===== src/include/ex_defs.svh =====
`ifndef EX_DEFS_SVH
`define EX_DEFS_SVH

// datapath widths
`define EX_DATA_W        32
`define EX_REG_AW        5

// opcode and funct packed side by side
`define EX_ALU_OPC_WIDTH 12

`define EX_APB_AW        12

// register map, GPR window is 0x000..0x07C
`define EX_ADDR_GPR_LAST 12'h07C
`define EX_ADDR_INSTR    12'h080
`define EX_ADDR_RESULT   12'h084

`endif


===== src/hdl/ex_pkg.sv =====
`default_nettype none

package ex_pkg;

  typedef enum logic [3:0] {
    OP_ADD,
    OP_SUB,
    OP_OR,
    OP_XOR,
    OP_NOR,
    OP_AND,
    OP_SLL,
    OP_SRL,
    OP_SRA,
    OP_LUI,
    OP_PASS_A
  } op_t;

  typedef enum logic {
    RES_ALU,
    RES_SET
  } res_unit_t;

  // major opcode field, instr[31:26]
  typedef enum logic [5:0] {
    OPC_SPECIAL = 6'h00,
    OPC_ADDI    = 6'h08,
    OPC_ADDIU   = 6'h09,
    OPC_SLTI    = 6'h0a,
    OPC_SLTIU   = 6'h0b,
    OPC_ANDI    = 6'h0c,
    OPC_ORI     = 6'h0d,
    OPC_XORI    = 6'h0e,
    OPC_LUI     = 6'h0f
  } opc_t;

  typedef enum logic [5:0] {
    FN_SLL  = 6'd0,
    FN_SRL  = 6'd2,
    FN_SRA  = 6'd3,
    FN_SLLV = 6'd4,
    FN_SRLV = 6'd6,
    FN_SRAV = 6'd7,
    FN_ADD  = 6'd32,
    FN_ADDU = 6'd33,
    FN_SUB  = 6'd34,
    FN_SUBU = 6'd35,
    FN_AND  = 6'd36,
    FN_OR   = 6'd37,
    FN_XOR  = 6'd38,
    FN_NOR  = 6'd39,
    FN_SLT  = 6'd42,
    FN_SLTU = 6'd43
  } funct_t;

endpackage

`default_nettype wire


===== src/hdl/alu_decode.sv =====
`default_nettype none

`include "ex_defs.svh"

module alu_decode (
  input  wire logic [`EX_DATA_W-1:0] instr,
  output ex_pkg::op_t                op,
  output ex_pkg::res_unit_t          res_unit,
  output logic                       set_unsigned,
  output logic                       shift_var,
  output logic                       use_imm,
  output logic                       imm_zero_ext,
  output logic [`EX_REG_AW-1:0]      dest_reg,
  output logic                       dest_valid
);
  import ex_pkg::*;

  logic [`EX_ALU_OPC_WIDTH-1:0] opc_funct;
  opc_t                         opc;
  funct_t                       funct;
  logic                         known;
  logic                         write_rd;

  assign opc_funct = {instr[31:26], instr[5:0]};
  assign opc       = opc_t'(opc_funct[11:6]);
  assign funct     = funct_t'(opc_funct[5:0]);

  always_comb begin
    op           = OP_PASS_A;
    res_unit     = RES_ALU;
    set_unsigned = 1'b0;
    shift_var    = 1'b0;
    use_imm      = 1'b1;
    imm_zero_ext = 1'b0;
    write_rd     = 1'b0;
    known        = 1'b1;

    case (opc)
      OPC_SPECIAL: begin
        use_imm  = 1'b0;
        write_rd = 1'b1;
        case (funct)
          FN_SLL:          op = OP_SLL;
          FN_SRL:          op = OP_SRL;
          FN_SRA:          op = OP_SRA;
          FN_SLLV: begin
            op        = OP_SLL;
            shift_var = 1'b1;
          end
          FN_SRLV: begin
            op        = OP_SRL;
            shift_var = 1'b1;
          end
          FN_SRAV: begin
            op        = OP_SRA;
            shift_var = 1'b1;
          end
          FN_ADD, FN_ADDU: op = OP_ADD; // no overflow trap
          FN_SUB, FN_SUBU: op = OP_SUB;
          FN_AND:          op = OP_AND;
          FN_OR:           op = OP_OR;
          FN_XOR:          op = OP_XOR;
          FN_NOR:          op = OP_NOR;
          FN_SLT: begin
            op       = OP_SUB;
            res_unit = RES_SET;
          end
          FN_SLTU: begin
            op           = OP_SUB;
            res_unit     = RES_SET;
            set_unsigned = 1'b1;
          end
          default:         known = 1'b0;
        endcase
      end
      OPC_ADDI, OPC_ADDIU: op = OP_ADD;
      OPC_SLTI: begin
        op       = OP_SUB;
        res_unit = RES_SET;
      end
      OPC_SLTIU: begin
        op           = OP_SUB;
        res_unit     = RES_SET;
        set_unsigned = 1'b1; // imm still sign extended
      end
      OPC_ANDI: begin
        op           = OP_AND;
        imm_zero_ext = 1'b1;
      end
      OPC_ORI: begin
        op           = OP_OR;
        imm_zero_ext = 1'b1;
      end
      OPC_XORI: begin
        op           = OP_XOR;
        imm_zero_ext = 1'b1;
      end
      OPC_LUI:             op = OP_LUI;
      default:             known = 1'b0;
    endcase
  end

  assign dest_reg   = write_rd ? instr[15:11] : instr[20:16]; // rd vs rt
  assign dest_valid = known;

  always_comb begin
    assert (!(dest_valid && op == OP_PASS_A))
      else $error("decode: pass_a marked as a writing instruction");
  end

endmodule

`default_nettype wire


===== src/hdl/barrel_shifter.sv =====
`default_nettype none

`include "ex_defs.svh"

module barrel_shifter (
  input  wire logic [`EX_DATA_W-1:0] value,
  input  wire logic [`EX_REG_AW-1:0] amount,
  input  wire ex_pkg::op_t           op,
  output logic [`EX_DATA_W-1:0]      shifted
);
  import ex_pkg::*;

  localparam int W = `EX_DATA_W;
  localparam int N = `EX_REG_AW;

  logic [N:0][W-1:0] stage;
  logic              fill;
  logic              left;

  assign fill     = (op == OP_SRA) ? value[W-1] : 1'b0; // sign fill for sra only
  assign left     = (op == OP_SLL);
  assign stage[0] = value;

  // stage i shifts by 2**i when amount[i] is set
  for (genvar i = 0; i < N; i++) begin : g_stage
    localparam int S = 1 << i;

    logic [W-1:0] to_left;
    logic [W-1:0] to_right;

    assign to_left  = {stage[i][W-S-1:0], {S{1'b0}}};
    assign to_right = {{S{fill}}, stage[i][W-1:S]};

    assign stage[i+1] = !amount[i] ? stage[i] :
                        left       ? to_left  :
                                     to_right;
  end

  assign shifted = stage[N];

endmodule

`default_nettype wire


===== src/hdl/ex.sv =====
`default_nettype none

`include "ex_defs.svh"

module ex (
  input  wire logic [`EX_DATA_W-1:0] instr,
  input  wire logic [`EX_DATA_W-1:0] rs_val,
  input  wire logic [`EX_DATA_W-1:0] rt_val,
  output logic [`EX_DATA_W-1:0]      result,
  output logic [`EX_REG_AW-1:0]      dest_reg,
  output logic                       dest_valid
);
  import ex_pkg::*;

  localparam int W = `EX_DATA_W;

  op_t                 op;
  res_unit_t           res_unit;
  logic                set_unsigned;
  logic                shift_var;
  logic                use_imm;
  logic                imm_zero_ext;
  logic [W-1:0]        imm_ext;
  logic [W-1:0]        a;
  logic [W-1:0]        b;
  logic [W-1:0]        sum;
  logic [W-1:0]        diff;
  logic                sub_carry;
  logic                sub_ovf;
  logic                set_bit;
  logic [W-1:0]        set_res;
  logic [W-1:0]        alu_res;
  logic [`EX_REG_AW-1:0] shift_amt;
  logic [W-1:0]        shifted;

  alu_decode alu_decode_i (
    .instr        (instr),
    .op           (op),
    .res_unit     (res_unit),
    .set_unsigned (set_unsigned),
    .shift_var    (shift_var),
    .use_imm      (use_imm),
    .imm_zero_ext (imm_zero_ext),
    .dest_reg     (dest_reg),
    .dest_valid   (dest_valid)
  );

  assign imm_ext = imm_zero_ext ? {16'b0, instr[15:0]} : {{16{instr[15]}}, instr[15:0]};
  assign a       = rs_val;
  assign b       = use_imm ? imm_ext : rt_val;

  assign shift_amt = shift_var ? rs_val[`EX_REG_AW-1:0] : instr[10:6]; // sllv etc use rs

  barrel_shifter barrel_shifter_i (
    .value   (rt_val),
    .amount  (shift_amt),
    .op      (op),
    .shifted (shifted)
  );

  assign sum                = a + b;
  assign {sub_carry, diff}  = {1'b0, a} + {1'b0, ~b} + {{W{1'b0}}, 1'b1}; // carry = no borrow

  always_comb begin
    case (op)
      OP_ADD:                alu_res = sum;
      OP_SUB:                alu_res = diff;
      OP_OR:                 alu_res = a | b;
      OP_XOR:                alu_res = a ^ b;
      OP_NOR:                alu_res = ~(a | b);
      OP_AND:                alu_res = a & b;
      OP_SLL, OP_SRL, OP_SRA: alu_res = shifted;
      OP_LUI:                alu_res = {b[15:0], 16'b0};
      default:               alu_res = a; // pass_a
    endcase
  end

  // slt corrects the sign of the difference on overflow
  assign sub_ovf = (a[W-1] ^ b[W-1]) & (diff[W-1] ^ a[W-1]);
  assign set_bit = set_unsigned ? ~sub_carry : (diff[W-1] ^ sub_ovf);
  assign set_res = {{(W-1){1'b0}}, set_bit};

  assign result = (res_unit == RES_SET) ? set_res : alu_res;

endmodule

`default_nettype wire


===== src/hdl/gpr_file.sv =====
`default_nettype none

`include "ex_defs.svh"

module gpr_file (
  input  wire logic                  clock,
  input  wire logic                  rst_n,
  input  wire logic                  we,
  input  wire logic [`EX_REG_AW-1:0] waddr,
  input  wire logic [`EX_DATA_W-1:0] wdata,
  input  wire logic [`EX_REG_AW-1:0] raddr_a,
  output logic [`EX_DATA_W-1:0]      rdata_a,
  input  wire logic [`EX_REG_AW-1:0] raddr_b,
  output logic [`EX_DATA_W-1:0]      rdata_b,
  input  wire logic [`EX_REG_AW-1:0] raddr_c,
  output logic [`EX_DATA_W-1:0]      rdata_c
);

  localparam int NREG = 1 << `EX_REG_AW;

  // r1..r31 only, r0 has no storage
  logic [NREG-1:1][`EX_DATA_W-1:0] regs;

  always_ff @(posedge clock or negedge rst_n) begin
    if (!rst_n) begin
      regs <= '0;
    end else if (we && waddr != '0) begin
      regs[waddr] <= wdata;
    end
  end

  assign rdata_a = (raddr_a == '0) ? '0 : regs[raddr_a];
  assign rdata_b = (raddr_b == '0) ? '0 : regs[raddr_b];
  assign rdata_c = (raddr_c == '0) ? '0 : regs[raddr_c];

  a_r0_write_no_effect: assert property (
    @(posedge clock) disable iff (!rst_n)
    (we && waddr == '0) |=> $stable(regs)
  ) else $error("gpr_file: write to r0 changed stored state");

endmodule

`default_nettype wire


===== src/hdl/ex_apb_top.sv =====
`default_nettype none

`include "ex_defs.svh"

module ex_apb_top (
  input  wire logic                  clock,
  input  wire logic                  rst_n,
  input  wire logic                  psel,
  input  wire logic                  penable,
  input  wire logic                  pwrite,
  input  wire logic [`EX_APB_AW-1:0] paddr,
  input  wire logic [`EX_DATA_W-1:0] pwdata,
  output logic [`EX_DATA_W-1:0]      prdata,
  output logic                       pready,
  output logic                       pslverr
);

  logic                  access;
  logic                  gpr_hit;
  logic                  instr_hit;
  logic                  result_hit;
  logic                  write_ok;
  logic                  read_ok;
  logic                  apb_gpr_we;
  logic                  instr_we;
  logic                  exec_pending;
  logic [`EX_DATA_W-1:0] instr_reg;
  logic [`EX_DATA_W-1:0] result_reg;
  logic [`EX_REG_AW-1:0] apb_idx;

  logic                  gpr_we;
  logic [`EX_REG_AW-1:0] gpr_waddr;
  logic [`EX_DATA_W-1:0] gpr_wdata;
  logic [`EX_DATA_W-1:0] rs_val;
  logic [`EX_DATA_W-1:0] rt_val;
  logic [`EX_DATA_W-1:0] apb_rdata;

  logic [`EX_DATA_W-1:0] ex_result;
  logic [`EX_REG_AW-1:0] ex_dest_reg;
  logic                  ex_dest_valid;

  assign access     = psel & penable;
  assign gpr_hit    = (paddr <= `EX_ADDR_GPR_LAST) && (paddr[1:0] == 2'b00);
  assign instr_hit  = (paddr == `EX_ADDR_INSTR);
  assign result_hit = (paddr == `EX_ADDR_RESULT);
  assign apb_idx    = paddr[`EX_REG_AW+1:2]; // word index in the GPR window

  assign write_ok = gpr_hit | instr_hit; // RESULT is read only
  assign read_ok  = gpr_hit | instr_hit | result_hit;

  assign apb_gpr_we = access & pwrite & gpr_hit;
  assign instr_we   = access & pwrite & instr_hit;

  assign pready  = 1'b1;
  assign pslverr = access & (pwrite ? ~write_ok : ~read_ok);

  always_comb begin
    if (gpr_hit) begin
      prdata = apb_rdata;
    end else if (instr_hit) begin
      prdata = instr_reg;
    end else if (result_hit) begin
      prdata = result_reg;
    end else begin
      prdata = '0;
    end
  end

  always_ff @(posedge clock or negedge rst_n) begin
    if (!rst_n) begin
      instr_reg    <= '0;
      exec_pending <= 1'b0;
      result_reg   <= '0;
    end else begin
      exec_pending <= instr_we; // one cycle only
      if (instr_we) begin
        instr_reg <= pwdata;
      end
      if (exec_pending) begin
        result_reg <= ex_result;
      end
    end
  end

  // single write port, write-back owns it during exec_pending
  assign gpr_we    = exec_pending ? ex_dest_valid : apb_gpr_we;
  assign gpr_waddr = exec_pending ? ex_dest_reg : apb_idx;
  assign gpr_wdata = exec_pending ? ex_result : pwdata;

  gpr_file gpr_file_i (
    .clock   (clock),
    .rst_n   (rst_n),
    .we      (gpr_we),
    .waddr   (gpr_waddr),
    .wdata   (gpr_wdata),
    .raddr_a (instr_reg[25:21]), // rs
    .rdata_a (rs_val),
    .raddr_b (instr_reg[20:16]), // rt
    .rdata_b (rt_val),
    .raddr_c (apb_idx),
    .rdata_c (apb_rdata)
  );

  ex ex_i (
    .instr      (instr_reg),
    .rs_val     (rs_val),
    .rt_val     (rt_val),
    .result     (ex_result),
    .dest_reg   (ex_dest_reg),
    .dest_valid (ex_dest_valid)
  );

  // the setup phase of the next transfer covers the write-back cycle
  a_no_wb_collision: assert property (
    @(posedge clock) disable iff (!rst_n)
    !(apb_gpr_we && exec_pending)
  ) else $error("ex_apb_top: APB GPR write during write-back");

endmodule

`default_nettype wire


===== config.mk =====
export PLATFORM = sky130hd
export DESIGN_NAME = ex_apb_top
export DESIGN_NICKNAME = d
export VERILOG_FILES = /design/src/hdl/ex_pkg.sv /design/src/hdl/alu_decode.sv /design/src/hdl/barrel_shifter.sv /design/src/hdl/ex.sv /design/src/hdl/gpr_file.sv /design/src/hdl/ex_apb_top.sv
export VERILOG_INCLUDE_DIRS = /design/src /design/src/include
export SDC_FILE = /design/constraint.sdc
export NUM_CORES = 2
export LEC_CHECK = 0
export ABC_CLOCK_PERIOD_IN_PS = 12440
export BUFFER_PORTS_ARGS = -buffer_cell sky130_fd_sc_hd__buf_2
export CORE_ASPECT_RATIO = 0.7
export CORE_MARGIN = 3
export CORE_UTILIZATION = 45
export CTS_BUF_LIST = sky130_fd_sc_hd__clkbuf_16
export DETAILED_ROUTE_END_ITERATION = 10
export SKIP_CTS_REPAIR_TIMING = 1
export SLEW_MARGIN = 20
export SYNTH_ARGS = -nofsm -noshare
export SYNTH_HDL_FRONTEND = slang
export SYNTH_SLANG_ARGS = --single-unit

===== constraint.sdc =====
create_clock -name clock -period 12.44 [get_ports clock]
set_input_delay 0.622 -clock clock [delete_from_list [all_inputs] [get_ports clock]]
set_output_delay 0.622 -clock clock [all_outputs]
set_load 0.1 [all_outputs]

; Word-level counts from Yosys, hierarchy flattened
; Index checks and enable logic that the tools add are counted.
[totals]
ff_bits = 1057
wordCells = 169
out_inout_bits = 34
input_bits = 49
[classes]
addsub = 3
n_eq_ne = 34
mux = 49
bitwise_logic = 19
magnitude_cmp = 6
reduce_logical = 24
[op_table]
columns = op, count
row1 = $bwmux 992, 1
row2 = $mux 32, 24
row3 = $bmux 32 s5, 3
row4 = $pmux 32 s8, 1
row5 = $demux 32 s5, 1
row6 = $not 32->32, 2
row7 = $eq 6x6->1 const B, 10
row8 = $eq 6x4->1 const B, 8
row9 = $pmux 4 s9, 1
row10 = $add 32x32->33, 1
row11 = $add 33x1->33 const B, 1
row12 = $add 32x32->32, 1
row13 = $and 32x32->32, 1
row14 = $or 32x32->32, 1
row15 = $xor 32x32->32, 1
row16 = $pmux 4 s7, 1
row17 = $eq 12x8->1 const B, 2
row18 = $lt 5x6->1 const B, 4
row19 = $eq 6x3->1 const B, 3
row20 = $eq 4x3->1 const B, 4
row21 = $reduce_or 16->1, 1
row22 = $logic_not 5->1, 3
row23 = $mux 5, 3
row24 = $reduce_or 2->1, 7
row25 = 20 further kinds, 50

; Longest topological paths before layout
[logic_depth]
depth_word = 20
ltp_mapped = 37
mapped_depth_nobuf = 29

; Cells and area by module
; From an unflattened synthesis, not the netlist that was laid out.
[unflattened]
hier_cells = 6712
area_unflattened_um2 = 77606.9
[by_module_without_submodules]
columns = mod, seq_area_each_um2, instances, cells_per_inst, area_each_um2
row1 = gpr_file, 24823.8, 1, 4500, 61347.6
row2 = ex, 0.0, 1, 1082, 7160.6
row3 = barrel_shifter, 0.0, 1, 665, 4898.4
row4 = ex_apb_top, 1626.6, 1, 405, 3834.9
row5 = alu_decode, 0.0, 1, 60, 365.4

; Worst setup path before layout
; No wires, ideal clock.
[synth_path]
kind = reg2reg
start = register instr_reg[21]
end = register gpr_file_i.regs[767] (netlist name)
n_path_buf = 11
t_required_ns = 12.303
slack_ns = 5.204
arrival_ns = 7.099
synth_period_minus_slack_ns = 7.236
setup_ns = 0.137
stages_incl_launch_ff = 36
path_cell_list = dfrtp_1 > buf_6 > buf_6 > buf_6 > buf_6 > buf_4 > buf_6 > buf_6 > buf_4 > buf_2 > mux4_2 > mux4_2 > mux2i_1 > ha_1 > clkbuf_1 > nor4_1 > inv_1 > a31oi_1 > nor4b_1 > nor2_1 > a21oi_1 > o31ai_1 > a21oi_1 > o31ai_1 > a21oi_1 > nor2_1 > nor2_1 > fa_1 > nand2_1 > o211ai_1 > o2111ai_1 > a221oi_1 > o31ai_2 > a22oi_2 > buf_2 > a21oi_1
[synth_between]
elab_chain_len = 17
word_cells_on_any_way = 25
cone_classes = add/sub: 3 / mux: 17 / bitwise: 4 / reduce/logical: 1
[synth_rtl]
columns = element, line_no
row1 = "start, declared", ex_apb_top.sv:27  ; logic [`EX_DATA_W-1:0] instr_reg;
row2 = "start signal, assigned", ex_apb_top.sv:77  ; instr_reg <= pwdata;
row3 = $bmux 32 s5, gpr_file.sv:32  ; assign rdata_a = (raddr_a == '0) ? '0 : regs[raddr_a];
row4 = $mux 32 (not written as such), gpr_file.sv:32
row5 = $mux 32 *, gpr_file.sv:32
row6 = branches (longest 10 deep; another with $add 32x32->33), n/a
row7 = $pmux 32 s8 *, ex.sv:65  ; case (op)
row8 = $mux 32 *, ex.sv:83  ; assign result = (res_unit == RES_SET) ? set_res : alu_res;
row9 = $mux 32 *, ex_apb_top.sv:88  ; assign gpr_wdata = exec_pending ? ex_result : pwdata;
row10 = $bwmux 992 *, gpr_file.sv:28  ; regs[waddr] <= wdata;
row11 = "end signal, assigned by index", gpr_file.sv:28
row12 = "end, declared", gpr_file.sv:22  ; logic [NREG-1:1][`EX_DATA_W-1:0] regs;
; Mark *: on every way between the ends. The select of a mux whose other input is x is not followed.
; A chain may end at the register's enable or synchronous reset.

; Worst setup path in the final report
[layout_path]
start = register instr_reg[17]
end = register gpr_file_i.regs[415] (netlist name)
[layout_between]
elab_chain_len = 17
word_cells_on_any_way = 37
cone_classes = add/sub: 3 / order compare: 2 / mux: 23 / bitwise: 5 / reduce/logical: 4
[layout_rtl]
columns = element
row1 = branches (longest 17 deep; another with $add 32x32->33)
; Parallel ways; which one is timed is not known. The select of a mux whose other input is x is not followed.

==> impl_metrics.py <==
metrics = {
    "status": {
        "status": "completed",
    },
    "finish": {
        "regArea_um2": 26500,
        "fillers": 14984,
        "multi_input_area_um2": 45200,
        "area_delta_synth_final_pct": 8.36,
        "largest_reg_flops": 992,
        "final_nets": 7077,
        "drive_gt1_share_pct": 23.5,
        "fin_util_pct": 49.4,
    },
    "setup_path": {
        "slowest_delay_ns": 0.88,
        "worst-path-max-fanout": 31,
        "startpoint_type": "flip-flop",
        "setup.worst_path.class": "flip-flop to flip-flop",
        "critPathBufInv": 5,
        "cp_slowest_cell": "dfrtp_4",
        "critPathTopFamily": "compound AO/OA/AOI/OAI gates",
        "cp_data_arrival_time_ns": 9.68,
        "critical_path.endpoint_type": "flip-flop",
        "reg2reg_from": "instr_reg[17]",
        "cp_common_cell": "a21oi_1",
        "worstSetupStartpoint": "instr_reg[17]",
        "required_ns": 13.06,
    },
    "global_route": {
        "grt_pass1_wl_mm": 491,
        "grt-ovfl-total": 0,
        "grt_max_degree": 168,
        "antenna_found_initial": 18,
        "grtUsageTotal_pct": 39.9,
        "first_global_vias": 62363,
    },
    "sta": {
        "worstMarginPinSlew_ns": 1.27,
        "post-route-min-period_ns": 9.06,
        "final-max-slew-violation-count": 0,
        "fmax_ghz": 0.110,
        "setup_viol": 0,
        "relSlewSlack_pct": 14.9,
        "clock_skew_ns": 0.0575,
        "rsz0062_at_grt": "false",
        "setup_tns_ns": 0,
        "period_share_pct": 72.8,
        "hold_viol_final": 0,
    },
    "power_and_ir_drop": {
        "switching_share_pct": 25.5,
        "p_switching_w": 0.00191,
        "pwr-share-seq_pct": 46.5,
        "combPwrFrac_pct": 5.9,
        "peakVddDrop_uv": 122,
        "cell_internal_pwr_w": 0.00558,
        "p_per_area_nw_per_um2": 92.1,
        "p_leak_nw": 32.6,
        "clkPwrFrac_pct": 47.5,
    },
    "floorplan": {
        "die-area_um2": 172000,
        "start_util_pct": 45.6,
        "die_w_um": 494,
        "core_area_um2": 164000,
        "die_h_um": 348,
        "core.rowCount": 124,
        "ioPinCount": 83,
    },
    "detailed_routing": {
        "wl_per_cell_um": 37.6,
        "drt_wl_total_mm": 347,
        "via_per_inst": 7.16,
        "drc_errors": 0,
        "dr.first_iter.drc_count": 9487,
        "first_pass_iters": 6,
        "antenna_left": 0,
        "via_count": 66122,
    },
    "place": {
        "portBuffers": 81,
        "dp_hpwl_mm": 239,
        "finalWeightedCongestion": 1.04,
    },
    "clock_tree": {
        "numCtsBuffers": 110,
        "clock_sinks": 1057,
        "clock-root-buffer": "clkbuf_16",
        "cts_tree": "done",
        "clock_path_buffers": 3,
        "cts_htree_levels": 3,
        "clk_pin_slew_ns": 0.08,
        "worstSkewPairLatency_ns": 0.79,
    },
    "synth": {
        "synthFlopType": "dfrtp_1",
        "syn_nets": 7346,
        "avgSynthCellArea_um2": 10.4,
        "synth-edff-count": 0,
        "syn_area_um2": 75000,
        "ys_seq_elements": 1057,
        "async_flop_share_pct": 100,
        "ys_warn_count": 0,
        "synth_cells": 7198,
        "synth_cell_types": 114,
        "ys_seq_area_share_pct": 35.3,
    },
    "worst_hold_path": {
        "worstHoldStart": "pwdata[27]",
        "hold_class": "input port to flip-flop",
    },
    "job": {
        "cap_viol_max_count": 0,
    },
}
==> stage by stage <==
stage | worst slack, ns | std cells | cell area (µm²) | hold slack, ns | total power [W]
after floorplan | 5.20 | 7198 | 75000 | 0.326 | 0.00378
after global placement | 3.76 | 9018 | 77300 | 0.471 | 0.00398
after detailed placement | 3.71 | 9018 | 77400 | 0.474 | 0.00399
after CTS | 3.64 | 9225 | 81100 | -0.0846 | 0.00751
after global routing | 3.19 | 9230 | 81300 | 0.138 | 0.00768
final | 3.38 | 9239 | 81300 | 0.136 | 0.00749
==> power by group through the flow <==
stage,Combinational (W),Clock [W],Sequential (W)
after floorplan,0.000241,0,0.00354
after global placement,0.000437,0,0.00355
after detailed placement,0.000440,0,0.00355
after global routing,0.000471,0.00373,0.00349
final,0.000445,0.00356,0.00349
after CTS,0.000441,0.00359,0.00348
==> logic make-up (layout without fill, tap and decap cells) <==
logic type	count (synthesis)	after routing	synth area share [%]
adder cells (fa/ha/maj)	99	99	1.68
other	1	11	0.00500
multiplexers	1268	1268	29.1
XOR/XNOR	13	13	0.152
buffers and inverters	837	663	5.38
flip-flops	1057	1057	35.3
AND/OR/NAND/NOR	1788	1788	10.1
AO/OA/AOI/OAI	2135	2135	18.3
==> cell usage after synthesis, drive strengths merged (51+ instances only) <==
cell type  count  share of area [%]
nand2        650                3.3
dfrtp       1057                 35
ha            96                1.6
inv          121               0.61
mux2         193                2.9
a31oi        153                1.3
mux2i        365                4.9
mux4         710                 21
clkbuf       365                1.8
a22oi         69               0.71
a21oi        698                4.7
nand3         73               0.49
nor3          91               0.63
buf          351                2.9
a211oi        81               0.88
o22ai         89               0.74
o31ai         63               0.70
a22o          61               0.71
o21ai        511                3.7
nor2         774                3.9
o211ai        51               0.53
==> path summary, 6_finish.rpt <==
| path | slack (ns) | endpoint | cells after the start |
|---|---|---|---|
| worst max-delay path | 3.38 | gpr_file_i.regs[415] | 30 |
| max in group asynchronous | 9.06 | gpr_file_i.regs[268] | 5 |
| worst min register to register | 0.48 | result_reg[15] | 1 |
| worst max register to register | 3.38 | gpr_file_i.regs[415] | 30 |
| min in group asynchronous | 0.46 | gpr_file_i.regs[468] | 2 |
| worst min-delay path | 0.14 | instr_reg[27] | 2 |
==> per-layer routing <==
layer,GRT usage [%],part of all wire [%]
met4,17.9,5.5
met5,0,0.020
met2,53.7,40
met3,14.6,14
met1,57.0,40
==> layout by cell type, fill, tap and decap left out, types with 18 or more instances in the layout <==
cell type	synthesis	layout
a211o_1	32	32
a211oi_1	71	70
a21o_1	32	32
a21oi_1	694	692
a221oi_1	32	32
a22o_1	61	61
a22oi_1	66	62
a31oi_1	149	148
and2_1	23	23
and3_1	29	27
buf_12	2	18
buf_2	177	75
buf_4	34	233
clkbuf_16	0	113
clkinv_1	0	22
dfrtp_1	1057	1047
ha_1	96	96
inv_1	121	138
mux2_2	191	190
mux2i_1	363	353
mux4_2	710	710
nand2_1	650	644
nand2b_1	27	26
nand3_1	73	70
nand4_1	18	18
nor2_1	770	734
nor2_4	0	33
nor2b_1	28	22
nor3_1	88	85
nor4_1	19	18
o2111ai_1	30	30
o211ai_1	48	48
o21ai_0	341	341
o21ai_1	110	104
o21ai_2	60	62
o22ai_1	89	89
o31a_1	19	19
o31ai_1	56	55
==> cell type report <==
type	count	share of cell area (%)
inverters	121	0.559
clock inverters	94	1.16
multi-input cells	5304	55.6
flip-flops and latches	1057	32.6
diodes	10	0.0308
clock buffers	113	3.48
well taps	2205	3.39
repair buffers	335	3.24
Power figures use the tool's default switching activity.
